`src/design/cache_settings.svh`:
```
`ifndef CACHE_SETTINGS_SVH
`define CACHE_SETTINGS_SVH

// Data path widths
`define WORD_W 32
`define LINE_W 512

// Address split, tag + index + offset
`define ADDR_W 32
`define TAG_W 18
`define INDEX_W 8
`define OFFSET_W 6

// Direct mapped, one line per index
`define NUM_LINES 256

`endif

```
`src/design/cache_pkg.sv`:
```
`include "cache_settings.svh"

package cache_pkg;

    // Address fields as the controller and store see them
    typedef struct packed {
        logic [`TAG_W-1:0]    tag;
        logic [`INDEX_W-1:0]  index;
        logic [`OFFSET_W-1:0] offset;
    } addr_fields_t;

    typedef union packed {
        logic [`ADDR_W-1:0] word;  // Raw processor address
        addr_fields_t       f;     // Split view
    } cache_addr_t;

    // Memory line port operation level
    typedef enum logic [1:0] {
        MEM_IDLE  = 2'b00,
        MEM_READ  = 2'b01,
        MEM_WRITE = 2'b11
    } mem_op_t;

    typedef enum logic [2:0] {
        IDLE,
        CMP_RD,
        CMP_WR,
        ACC_RD,
        MEM_WB,
        MEM_RD,
        CACHE_WR
    } ctrl_state_t;

endpackage

```
`src/design/cpu_req_port.sv`:
```
`include "cache_settings.svh"

module cpu_req_port
    import cache_pkg::*;
(
    input  logic               clk,
    input  logic               rst_n,
    input  logic               en,
    input  logic               rd,
    input  logic               wr,
    input  logic [`ADDR_W-1:0] addr,
    input  logic [`WORD_W-1:0] wdata,
    input  logic               busy,
    output logic               req_valid,
    output cache_addr_t        req_addr,
    output logic [`WORD_W-1:0] req_wdata,
    output logic               req_is_rd,
    output logic               stall
);

    logic accept;

    // Pending request counts as stall until the controller takes it
    assign stall  = req_valid | busy;
    assign accept = (rd | wr) & en & ~stall;

    // Held while en is low so the request is not lost
    always_ff @(posedge clk or negedge rst_n) begin
        if (!rst_n) begin
            req_valid <= 1'b0;
        end else if (accept) begin
            req_valid <= 1'b1;
        end else if (en) begin
            req_valid <= 1'b0;
        end
    end

    // Request payload, kept until the next acceptance
    always_ff @(posedge clk) begin
        if (accept) begin
            req_addr.word <= addr;  // Raw word, split downstream
            req_wdata     <= wdata;
            req_is_rd     <= rd;    // Read wins if both strobes come
        end
    end

endmodule

```
`config.mk`:
```
export PLATFORM = sky130hd
export DESIGN_NAME = cpu_req_port
export DESIGN_NICKNAME = d
export VERILOG_FILES = /design/src/design/cache_pkg.sv /design/src/design/cpu_req_port.sv
export VERILOG_INCLUDE_DIRS = /design/src /design/src/design
export SDC_FILE = /design/constraint.sdc
export NUM_CORES = 1
export LEC_CHECK = 0
export BUFFER_PORTS_ARGS = -buffer_cell sky130_fd_sc_hd__clkbuf_2
export CELL_PAD_IN_SITES_DETAIL_PLACEMENT = 2
export CELL_PAD_IN_SITES_GLOBAL_PLACEMENT = 2
export CORE_MARGIN = 5
export CORE_UTILIZATION = 28
export DETAILED_ROUTE_END_ITERATION = 16
export GPL_ROUTABILITY_DRIVEN = 0
export HOLD_SLACK_MARGIN = 0.05
export PLACE_DENSITY_LB_ADDON = 0.1
export SYNTH_ARGS = -nofsm -noshare
export SYNTH_HDL_FRONTEND = slang
export SYNTH_SLANG_ARGS = --single-unit
```
`constraint.sdc`:
```
create_clock -name clk -period 11.6 [get_ports clk]
set_clock_uncertainty 0.1 [all_clocks]
set_input_delay 0.58 -clock clk [delete_from_list [all_inputs] [get_ports clk]]
set_output_delay 0.58 -clock clk [all_outputs]
set_load 0.1 [all_outputs]
```
==> flow_summary.toml, run 1 <==
[timing]
tightestPinTransition_ns = 0.564
hold_viol_final = 0
finalSetupTns_ns = 0
rsz0062_at_grt = "false"
clock.fmax_ghz = 0.493
holdWs_ns = 0.330
slew_headroom_pct = 62.6
setup_viol = 0
min_period_ns = 2.03
fin_crit_sh_pct = 17.5
slew_violations = 0

[clock_network]
clock_latency_ns = 0.32
clkSinkCount = 66
cts_tree = "built"
ctsRootBufferMaster = "clkbuf_8"
htreeDepth = 3
cts_buffer_depth = 2
clkTransAtPathRegs_ns = 0.07
post_cts_buffers = 0
numCtsBuffers = 9

[routing]
dr.first_iter.drc_count = 20
drt-total-wl_um = 5330
ant_nets = 0
drc = 0
viasPerCell = 3.98
vias = 1293
first_pass_iters = 3
wl_per_cell_um = 16.4

[logic_synthesis]
synth-seq-area-share_pct = 98.0
yosys-top-cells-area = "edfxtp_1, dfrtp_1, o31ai_2, or2_4, or2b_1"
yosys_warnings = 0
synth_fp_nets = 142
ys_types = 8
synth_top_flop_cell = "edfxtp_1"
synth_top_cell_by_area = "edfxtp_1"
synth-seq-cells = 66
async_reset_ff_share_pct = 1.52
yosysMostFrequentCell = "edfxtp_1"
synth_edf_count = 65
synth_cells = 72
netlist_area_um2 = 2020
syn_area_per_cell_um2 = 28.0
yosysTopAreaCellShare_pct = 96.7

[global_route]
grt-busiest-layer = "met2"
grt_pass1_wl_um = 7610
grt_overflow_total = 0
grt_pass1_vias = 1530
grt.met3_usage_pct = 5.58
grtUsageMet2_pct = 21.6
antenna_found_initial = 0
grt_util_all_layers_pct = 11.9
grt_max_degree = 35
met1_usage_pct = 10.8

[floorplanning]
die_h_um = 94.9
die-area_um2 = 9010
initial_core_util_pct = 28.3
fp-row-count = 31
die_x_um = 94.9
ios = 137
coreArea_um2 = 7140

[worst_setup_path]
critPathMaxFanout = 3
reg2reg_from = "req_valid"
arrival_ns = 1.35
r2r_cells = 3
ff2ff_setup_slack_ns = 9.87
critPathKind = "reg -> out"
start_kind = "register"
crit_start = "req_valid"
reg2reg_to = "req_wdata[22]"
endpoint_kind = "primary output"
required_ns = 10.92
endpoint = "stall"

[final_layout]
antenna_cells = 0
fin_nets = 292
nFillCells = 748
syn_to_final_growth_pct = 48.8
drive_above_1_share_pct = 67.7

[pwr]
powerDensity_nw_per_um2 = 174
p_leak_nw = 1.29
ir_worst_vdd_mv = 0.0562

[job]
max-cap-violations = 0

[placed_design]
portBuffers = 136
dp_hpwl_um = 4330

[worst_hold_path]
hold_path_class = "in -> reg"
whs_path_depth = 1

[status]
status = "completed"
-- critical path, stage by stage (launching register included) --
cell	delay, ns
dfrtp_1	0.40
or2_4	0.25
clkbuf_2	0.37
-- sequential cells by signal, indices dropped and copies added, names as in the netlist --
| signal | flops |
|---|---|
| req_is_rd | 1 |
| req_addr | 32 |
| req_valid | 1 |
| req_wdata | 32 |
-- how the worst min path moves through the flow --
| stage | startpoint | end |
|---|---|---|
| CTS | wdata[5] | req_wdata[5] |
| detailed placement | rst_n | req_valid |
| global route | wdata[12] | req_wdata[12] |
| global placement | rst_n | req_valid |
| floorplan | rst_n | req_valid |
| finish | wdata[13] | req_wdata[13] |
-- cell type report --
class | instances | area [um2] | area share [%]
clock buffer | 10 | 128 | 4.25
clock inverter | 5 | 22.5 | 0.750
inverter | 1 | 3.75 | 0.125
multi-input combinational | 5 | 42.5 | 1.42
sequential | 66 | 1980 | 65.8
tap | 99 | 124 | 4.13
timing repair buffer | 139 | 706 | 23.5
-- layout by cell type, fill, tap and decap left out --
cell,netlist,layout
clkinv_1,0,2
nor3_2,0,1
buf_4,0,2
o31ai_2,1,1
clkinv_2,0,3
dlygate4sd3_1,0,1
clkbuf_2,0,136
dfrtp_1,1,1
inv_1,1,1
nor2_1,1,1
or2b_1,1,1
clkbuf_1,0,1
edfxtp_1,65,65
or2_4,1,1
clkbuf_8,0,9
-- through the flow --
stage               utilization, %  instances  area [um2]  worst slack (ns)  total power [W]
global route                  42.1        325        3000              9.51         0.000547
CTS                           42.1        325        3000              9.54         0.000534
floorplan                        -         72        2020              5.15         0.000356
global placement              39.8        309        2840              9.63         0.000376
detailed placement            39.8        309        2840              9.56         0.000379
finish                        42.1        325        3000              9.57         0.000523
-- power by group --
part	leakage, nW	switching [W]	internal (W)
sequential	0.612	0.00000275	0.000274
combinational	0.599	0.0000803	0.0000154
clock	0.0808	0.0000772	0.0000737
-- logic make-up (layout without fill, tap and decap cells) --
group / Yosys count / in the layout / share of synthesized area (%)
compound gates: 1 / 1 / 0.620
buf+inv: 1 / 155 / 0.186
flops: 66 / 66 / 98.0
simple gates: 4 / 4 / 1.24
-- what timing repair did --
action / 4_1_cts / 5_1_grt
endpoints found under the setup margin: 0 / 0
gates resized for setup: 0 / 0
hold buffers: 1 / 0
endpoints found under the hold margin: 1 / 0
-- per-layer routing --
metal	wire length, um	vias up
met5	0	-
met4	75	0
met3	549	9
met2	2920	83
met1	1780	614
li1	-	587
(Power assumes the default switching activity.)
==> run 2, diff against run 1 <==
- CORE_UTILIZATION: 28 -> 24
- clock period: 11.6 -> 1.7 ns (I/O delays scaled with it)
==> run 2 against run 1 <==
Effect of this change:
- sequential cell count stayed put
- final cell count increased by 24%
- hold slack better by 0.025 ns
- combinational power increased to 8.6 times the previous value
- critical path type is now reg -> reg
- largest cell class unchanged
==> flow_summary.toml, run 2 (synthesized netlist as in run 1, its figures left out) <==
[global_route]
grt_max_degree = 35
antenna_found_initial = 0
grt_pass1_wl_um = 9410
grt_util_all_layers_pct = 12.7
grt_pass1_vias = 1754
grt_overflow_total = 0

[pwr]
p_leak_nw = 1.64
ir_worst_vdd_mv = 0.393
powerDensity_nw_per_um2 = 1060

[worst_setup_path]
endpoint_kind = "register"
critical_path.max_stage_delay_ns = 0.48
start_kind = "register"
crit_start = "req_valid"
crit_family = "flip-flops"
slowest_stage = "dfrtp_4"
cp.buffers_inverters = 2
required_ns = 1.65
reg2reg_from = "req_valid"
critPathKind = "reg -> reg"
arrival_ns = 1.62
critPathMaxFanout = 17
timing.critical_path.cells = "or2_4 -> nor3_4 -> buf_12 -> clkbuf_16"

[status]
status = "completed"

[job]
max-cap-violations = 0

[final_layout]
antenna_cells = 0
fin_area_um2 = 3870
reg_top3 = "req_addr: 32 flops, req_wdata: 32 flops"
syn_to_final_growth_pct = 91.8
drive_above_1_share_pct = 52.8
fin_nets = 364
final_common_cell = "clkbuf_2"
layout_common_cells = "clkbuf_2, dlygate4sd3_1, edfxtp_1"
nFillCells = 795

[floorplanning]
ios = 137
die-area_um2 = 10300
initial_core_util_pct = 24.6
fp-row-count = 33
die_h_um = 102
coreArea_um2 = 8220
die_x_um = 102

[clock_network]
numCtsBuffers = 9
ctsRootBufferMaster = "clkbuf_8"
cts_buffer_depth = 2
clkTransAtPathRegs_ns = 0.07
clock_latency_ns = 0.33
clkSinkCount = 66
cts_tree = "built"
htreeDepth = 3

[worst_hold_path]
hold_path_class = "in -> reg"
min_from = "wdata[15]"

[timing]
hold_viol_final = 0
fin_crit_sh_pct = 98.7
slew_violations = 0
setup_viol = 0
slew_headroom_pct = 61.8
tightestPinTransition_ns = 0.576
finalSetupTns_ns = 0
min_period_ns = 1.68
rsz0062_at_grt = "true"
clock.fmax_ghz = 0.596

[routing]
vias = 1563
wl_per_cell_um = 16.7
first_pass_iters = 4
viasPerCell = 3.87
dr.first_iter.drc_count = 26
drt-total-wl_um = 6730
drc = 0
ant_nets = 0

[placed_design]
portBuffers = 136
place_area_um2 = 2890
-- run 2: changes by cell type in the layout (fill, tap and decap cells not counted), sizes merged --
cell	change
clkinvlp	+1
buf	+2
bufinv	+2
dlygate4sd3	+69
clkinv	-1
-- run 2: layout make-up --
cell class / count / area [um2] / area share, %
flip-flops and latches: 66 / 1980 / 51.2
multi-input cells: 5 / 48.8 / 1.26
inverters: 1 / 3.75 / 0.0970
clock inverters: 7 / 83.8 / 2.17
repair buffers: 211 / 1500 / 38.7
well taps: 105 / 131 / 3.39
clock buffers: 9 / 124 / 3.20
-- run 2: per-layer routing --
metal	wire [um]	GRT usage [%]	vias to the layer above
li1	-	-	733
met1	2160	11.8	752
met2	3940	24.9	71
met3	556	4.55	7
met4	82	4.91	0
met5	0	0	-
-- run 2: worst paths after layout --
check / end / slack (ns) / cells past startpoint
setup / recovery: req_addr[11] / 0.02 / 4
hold / removal: req_wdata[15] / 0.35 / 2
setup reg to reg: req_addr[11] / 0.02 / 4
hold reg to reg: req_valid / 0.56 / 2
max in group asynchronous: req_valid / 0.89 / 3
min in group asynchronous: req_valid / 0.49 / 3
-- run 2: stage by stage --
| stage | hold slack [ns] | setup slack (ns) | power [W] | utilization (%) | instances |
|---|---|---|---|---|---|
| after floorplan | -0.311 | -1.51 | 0.00243 | - | 72 |
| after global placement | -0.238 | 0.0284 | 0.00258 | 35.1 | 315 |
| after detailed placement | -0.239 | -0.0105 | 0.00260 | 35.1 | 315 |
| after CTS | 0.335 | -0.0195 | 0.00413 | 46.2 | 401 |
| after global routing | 0.335 | -0.0243 | 0.00429 | 47.1 | 404 |
| final | 0.355 | 0.0229 | 0.00411 | 47.1 | 404 |
-- run 2: where the power goes --
| group | internal, W | switching [W] |
|---|---|---|
| registers | 0.00187 | 0.0000190 |
| clock network | 0.000808 | 0.000585 |
| logic | 0.000235 | 0.000589 |
-- run 2: timing repair --
action / CTS / global route
pin swaps: 0 / 1
gates resized for setup: 0 / 2
endpoints found under the setup margin: 65 / 66
gates cloned: 0 / 2
hold endpoints to repair: 67 / 0
setup buffers: 0 / 1
hold buffers: 70 / 0
