<file path="src/design/cache_settings.svh">
`ifndef CACHE_SETTINGS_SVH
`define CACHE_SETTINGS_SVH

// Data path widths
`define WORD_W 32
`define LINE_W 512

// Address split, tag + index + offset
`define ADDR_W 32
`define TAG_W 18
`define INDEX_W 8
`define OFFSET_W 6

// Direct mapped, one line per index
`define NUM_LINES 256

`endif

</file>
<file path="src/design/cache_pkg.sv">
`include "cache_settings.svh"

package cache_pkg;

    // Address fields as the controller and store see them
    typedef struct packed {
        logic [`TAG_W-1:0]    tag;
        logic [`INDEX_W-1:0]  index;
        logic [`OFFSET_W-1:0] offset;
    } addr_fields_t;

    typedef union packed {
        logic [`ADDR_W-1:0] word;  // Raw processor address
        addr_fields_t       f;     // Split view
    } cache_addr_t;

    // Memory line port operation level
    typedef enum logic [1:0] {
        MEM_IDLE  = 2'b00,
        MEM_READ  = 2'b01,
        MEM_WRITE = 2'b11
    } mem_op_t;

    typedef enum logic [2:0] {
        IDLE,
        CMP_RD,
        CMP_WR,
        ACC_RD,
        MEM_WB,
        MEM_RD,
        CACHE_WR
    } ctrl_state_t;

endpackage

</file>
<file path="src/design/cache_ctrl.sv">
`include "cache_settings.svh"

module cache_ctrl
    import cache_pkg::*;
(
    input  logic                 clk,
    input  logic                 rst_n,
    input  logic                 en,
    input  logic                 req_valid,
    input  cache_addr_t          req_addr,
    input  logic [`WORD_W-1:0]   req_wdata,
    input  logic                 req_is_rd,
    input  logic                 hit,
    input  logic                 victim_valid,
    input  logic                 victim_dirty,
    input  logic [`TAG_W-1:0]    victim_tag,
    input  logic [`LINE_W-1:0]   victim_line,
    input  logic [`WORD_W-1:0]   rd_word,
    input  logic                 xfer_done,
    input  logic [`LINE_W-1:0]   fill_line,
    output logic                 busy,
    output logic                 done,
    output logic                 hit_out,
    output logic [`WORD_W-1:0]   rdata,
    output logic [`INDEX_W-1:0]  acc_index,
    output logic [`TAG_W-1:0]    acc_tag,
    output logic [`OFFSET_W-3:0] acc_word,
    output logic                 wr_word,
    output logic [`WORD_W-1:0]   wr_data,
    output logic                 replace,
    output logic                 mark_dirty,
    output logic                 start_wb,
    output logic                 start_fill,
    output cache_addr_t          line_addr,
    output logic [`LINE_W-1:0]   wb_line
);

    ctrl_state_t state, next_state;

    logic        missed;      // Current request missed at least once
    logic        miss_now;
    logic        xfer_seen;   // Transfer finished while frozen
    logic        xfer_ok;
    cache_addr_t wb_addr;
    cache_addr_t fill_addr;

    assign xfer_ok = xfer_done | xfer_seen;

    always_ff @(posedge clk or negedge rst_n) begin
        if (!rst_n) begin
            state <= IDLE;
        end else begin
            state <= next_state;
        end
    end

    always_comb begin
        next_state = state;
        done       = 1'b0;
        wr_word    = 1'b0;
        replace    = 1'b0;
        start_wb   = 1'b0;
        start_fill = 1'b0;
        miss_now   = 1'b0;
        if (en) begin
            case (state)
                IDLE: begin
                    if (req_valid) begin
                        next_state = req_is_rd ? CMP_RD : CMP_WR;
                    end
                end
                CMP_RD: begin
                    if (hit) begin
                        done       = 1'b1;
                        next_state = IDLE;
                    end else begin
                        miss_now = 1'b1;
                        if (victim_valid & victim_dirty) begin
                            start_wb   = 1'b1;
                            next_state = MEM_WB;
                        end else begin
                            start_fill = 1'b1;
                            next_state = MEM_RD;
                        end
                    end
                end
                CMP_WR: begin
                    if (hit) begin
                        wr_word    = 1'b1;  // Lands at the end of the done cycle
                        done       = 1'b1;
                        next_state = IDLE;
                    end else begin
                        miss_now   = 1'b1;
                        next_state = ACC_RD;
                    end
                end
                ACC_RD: begin
                    if (victim_valid & victim_dirty) begin
                        start_wb   = 1'b1;
                        next_state = MEM_WB;
                    end else begin
                        start_fill = 1'b1;
                        next_state = MEM_RD;
                    end
                end
                MEM_WB: begin
                    if (xfer_ok) begin
                        start_fill = 1'b1;
                        next_state = MEM_RD;
                    end
                end
                MEM_RD: begin
                    if (xfer_ok) begin
                        // A read refills here and compares again
                        replace    = req_is_rd;
                        next_state = req_is_rd ? CMP_RD : CACHE_WR;
                    end
                end
                CACHE_WR: begin
                    replace    = 1'b1;  // Refill and new word in one write
                    wr_word    = 1'b1;
                    done       = 1'b1;
                    next_state = IDLE;
                end
                default: next_state = IDLE;
            endcase
        end
    end

    always_ff @(posedge clk or negedge rst_n) begin
        if (!rst_n) begin
            missed    <= 1'b0;
            xfer_seen <= 1'b0;
        end else begin
            if (miss_now) begin
                missed <= 1'b1;
            end else if (done) begin
                missed <= 1'b0;
            end
            if (en) begin
                xfer_seen <= 1'b0;
            end else if (xfer_done) begin
                xfer_seen <= 1'b1;
            end
        end
    end

    // Victim goes back to where it came from
    always_comb begin
        wb_addr          = req_addr;
        wb_addr.f.tag    = victim_tag;
        wb_addr.f.offset = '0;
        fill_addr          = req_addr;
        fill_addr.f.offset = '0;   // Line aligned
    end

    assign line_addr = start_wb ? wb_addr : fill_addr;
    assign wb_line   = victim_line;

    assign acc_index  = req_addr.f.index;
    assign acc_tag    = req_addr.f.tag;
    assign acc_word   = req_addr.f.offset[`OFFSET_W-1:2];
    assign wr_data    = req_wdata;
    assign mark_dirty = wr_word;

    assign busy    = (state != IDLE);
    assign hit_out = done & ~missed;
    assign rdata   = (done & req_is_rd) ? rd_word : '0;

endmodule

</file>
<file path="config.mk">
export PLATFORM = sky130hd
export DESIGN_NAME = cache_ctrl
export DESIGN_NICKNAME = d
export VERILOG_FILES = /design/src/design/cache_pkg.sv /design/src/design/cache_ctrl.sv
export VERILOG_INCLUDE_DIRS = /design/src /design/src/design
export SDC_FILE = /design/constraint.sdc
export NUM_CORES = 1
export LEC_CHECK = 0
export ABC_AREA = 1
export BUFFER_PORTS_ARGS = -buffer_cell sky130_fd_sc_hd__buf_2
export CORE_AREA = 2 2 699 701
export CTS_BUF_LIST = sky130_fd_sc_hd__clkbuf_4
export DETAILED_ROUTE_END_ITERATION = 10
export DIE_AREA = 0 0 701 703
export PLACE_DENSITY = 0.3
export SLEW_MARGIN = 20
export SYNTH_ARGS = -nofsm -noshare
export SYNTH_HDL_FRONTEND = slang
export SYNTH_SLANG_ARGS = --single-unit
</file>
<file path="constraint.sdc">
create_clock -name clk -period 3.85 [get_ports clk]
set_input_delay 0.385 -clock clk [delete_from_list [all_inputs] [get_ports clk]]
set_output_delay 0.385 -clock clk [all_outputs]
set_load 0.02 [all_outputs]
</file>
==> metrics.json <==
{
  "status": {
    "outcome": "finished, final reports clean"
  },
  "timing": {
    "max_slew_margin": 0.436,
    "slew_viol_final": 0,
    "grt_setup_unrepaired": "no",
    "finalSetupTns_ps": 0,
    "finalCritPeriodShare": 0.737,
    "hold-worst-slack_ps": 402,
    "period_minus_slack_ps": 2840,
    "worst_slew_pin_slew_ps": 844,
    "final-hold-violation-count": 0,
    "clock.fmax_ghz": 0.352,
    "setup_viol": 0,
    "fin_worst_skew_ps": 3.06
  },
  "min_path": {
    "min-delay-path-class": "in2reg"
  },
  "setup_path": {
    "worstSetupEndpointType": "output pin",
    "worst_ep_arrival_time_ps": 2450,
    "cp_max_fo": 32,
    "criticalPathCategory": "reg2out",
    "worstSetupStartpointType": "flop",
    "worstPathRequired_ps": 3460
  },
  "floorplan": {
    "boundaryPins": 1793,
    "dieArea_um2": 493000,
    "fp.dieH_um": 703,
    "fp-row-count": 256,
    "start_util": 0.0110,
    "die-width_um": 701,
    "core_region_um2": 485000
  },
  "final_layout": {
    "area_growth_syn_to_layout_pct": 83.2,
    "fin_cells": 6806,
    "fin_area_um2": 9790,
    "num-fill-cells": 58300,
    "antenna_cells": 0,
    "nNetsFinal": 1504,
    "layout.cells.most_common": "sky130_fd_sc_hd__buf_2",
    "post_route_cells_drive_above_1_share": 0.469,
    "layout.cells.most_common_list": "152 x sky130_fd_sc_hd__buf_2, 80 x sky130_fd_sc_hd__nand2_1, 43 x sky130_fd_sc_hd__nor2_1"
  },
  "pwr": {
    "power.density_nw_per_um2": 58.2,
    "static-leakage-power_nw": 1.34,
    "vdd_ir_drop_max_mv": 0.244,
    "total_power_mw": 0.570
  },
  "synth": {
    "synth_sequential_area_ratio": 0.0234,
    "synth_area_leaders": "sky130_fd_sc_hd__buf_4 83%, sky130_fd_sc_hd__nand2_1 5.6%, sky130_fd_sc_hd__nor2_1 3.0%",
    "yosysWarningCount": 0,
    "yosysTopAreaCellShare": 0.827,
    "syn_inst": 788,
    "syn_area_per_cell_um2": 6.78,
    "synth_top_area_cell": "sky130_fd_sc_hd__buf_4",
    "synth_area_um2": 5350,
    "postSynthRegisterBits": 5,
    "netlist-cell-type-count": 23
  },
  "global_route": {
    "grt_first_pass_wirelength_um": 288000,
    "grtUsageMet1": 0.00908,
    "antenna_found_initial": 22,
    "pin_count_of_the_biggest_net_entering_global_routing": 33,
    "grt_util_met2": 0.182,
    "grt.total_usage": 0.109,
    "vias_in_the_first_global_route": 3215,
    "grt_busiest_layer": "met3",
    "met3_usage": 0.239,
    "grt_remaining_overflow": 0
  },
  "place": {
    "detailed_place_hpwl_um": 278000,
    "place.gp.congestion": 0.676,
    "io_buffer_count": 152,
    "placed_cell_area_um2": 9750,
    "place_inst": 6801
  },
  "drt": {
    "route.antenna.remaining_nets": 0,
    "routed_via_density": 0.525,
    "drc_errors_left": 0,
    "wirelength_um": 280000,
    "detailedRoute.firstIterationViolations": 125,
    "dr_total_vias": 3575,
    "wire_length_per_cell_um": 41.2,
    "drt_pre_antenna_iters": 4
  },
  "cts": {
    "tritoncts": "built",
    "clk_pin_slew_ps": 40,
    "worstSkewPairLatency_ps": 240,
    "cts_root_buffer": "sky130_fd_sc_hd__clkbuf_4",
    "cts.sinks": 5,
    "clockBufferDepth": 2,
    "cts_buffers": 3,
    "cts-htree-levels": 1,
    "cts.repair_timing.setup_buffer_count": 0
  },
  "run": {
    "timing.max_cap.violations": 0
  }
}
[worst paths after layout]
| check | from | endpoint | slack [ps] | depth (start not counted) |
|---|---|---|---|---|
| max | state[0] | rdata[5] | 1010 | 6 |
| min | xfer_done | xfer_seen | 400 | 3 |
| max reg2reg | state[0] | state[0] | 2420 | 6 |
| min reg2reg | xfer_seen | xfer_seen | 480 | 2 |
| max in group asynchronous | rst_n | xfer_seen | 3220 | 2 |
| min in group asynchronous | rst_n | missed | 490 | 2 |
[registers in the layout, indices dropped and copies added, names as in the netlist]
| signal | count |
|---|---|
| state | 3 |
| missed | 1 |
| xfer_seen | 1 |
[power breakdown]
part	internal, mW	switching (mW)
clock	0.0462	0.0214
combinational	0.131	0.268
sequential	0.0717	0.0317
total	0.249	0.321
[routing by layer]
metal | routed length, um | vias up
met2 | 130000 | 1518
met1 | 8330 | 907
li1 | - | 884
met3 | 131000 | 266
met5 | 0 | -
met4 | 11200 | 0
[metrics by stage]
step	utilization	setup slack [ps]
2_1_floorplan	-	1900
3_3_place_gp	0.0201	1240
3_5_place_dp	0.0201	1240
4_1_cts	0.0202	968
5_1_grt	0.0202	835
6_report	0.0202	1010
[synth_stat cells]
| master | n |
|---|---|
| sky130_fd_sc_hd__inv_4 | 1 |
| sky130_fd_sc_hd__a31oi_1 | 1 |
| sky130_fd_sc_hd__a21oi_1 | 2 |
| sky130_fd_sc_hd__nand4_2 | 1 |
| sky130_fd_sc_hd__nand2_2 | 1 |
| sky130_fd_sc_hd__or2_1 | 1 |
| sky130_fd_sc_hd__inv_2 | 2 |
| sky130_fd_sc_hd__nand2_1 | 80 |
| sky130_fd_sc_hd__nand3_1 | 6 |
| sky130_fd_sc_hd__conb_1 | 1 |
| sky130_fd_sc_hd__o211ai_1 | 1 |
| sky130_fd_sc_hd__dfrtp_1 | 5 |
| sky130_fd_sc_hd__inv_1 | 40 |
| sky130_fd_sc_hd__a21oi_2 | 1 |
| sky130_fd_sc_hd__nor4_1 | 1 |
| sky130_fd_sc_hd__buf_4 | 589 |
| sky130_fd_sc_hd__nand3b_1 | 1 |
| sky130_fd_sc_hd__nor2_1 | 43 |
| sky130_fd_sc_hd__nor3_2 | 1 |
| sky130_fd_sc_hd__buf_6 | 1 |
| sky130_fd_sc_hd__o21ai_1 | 2 |
| sky130_fd_sc_hd__nor2_2 | 1 |
| sky130_fd_sc_hd__buf_2 | 6 |
[critical path, cell delays in order (launching register included)]
cell,delay (ps)
sky130_fd_sc_hd__dfrtp_1,510
sky130_fd_sc_hd__inv_1,100
sky130_fd_sc_hd__nor2_1,140
sky130_fd_sc_hd__or2_1,180
sky130_fd_sc_hd__nand4_2,650
sky130_fd_sc_hd__nor2_1,400
sky130_fd_sc_hd__buf_2,230
[cell type report]
type	instances	area (um2)	area share
Multi-Input combinational cell	149	618	0.0631
Inverter	43	164	0.0167
Tap cell	6450	8070	0.824
Sequential cell	5	125	0.0128
Timing Repair Buffer	155	786	0.0802
Clock buffer	4	30.0	0.00307
[what timing repair did]
item                       CTS  global route
hold endpoints to repair     5             0
resized for setup            0             0
hold buffers                 1             0
setup endpoints to repair    0             0
[logic make-up (layout without fill, tap and decap cells)]
logic type,Yosys count,after routing,share of synthesized area
AND/OR/NAND/NOR,136,136,0.102
AO/OA/AOI/OAI,7,7,0.00796
buffers and inverters,639,202,0.866
other,1,6,0.000702
flip-flops,5,5,0.0234
No activity file was read; power rests on OpenSTA's default activity.
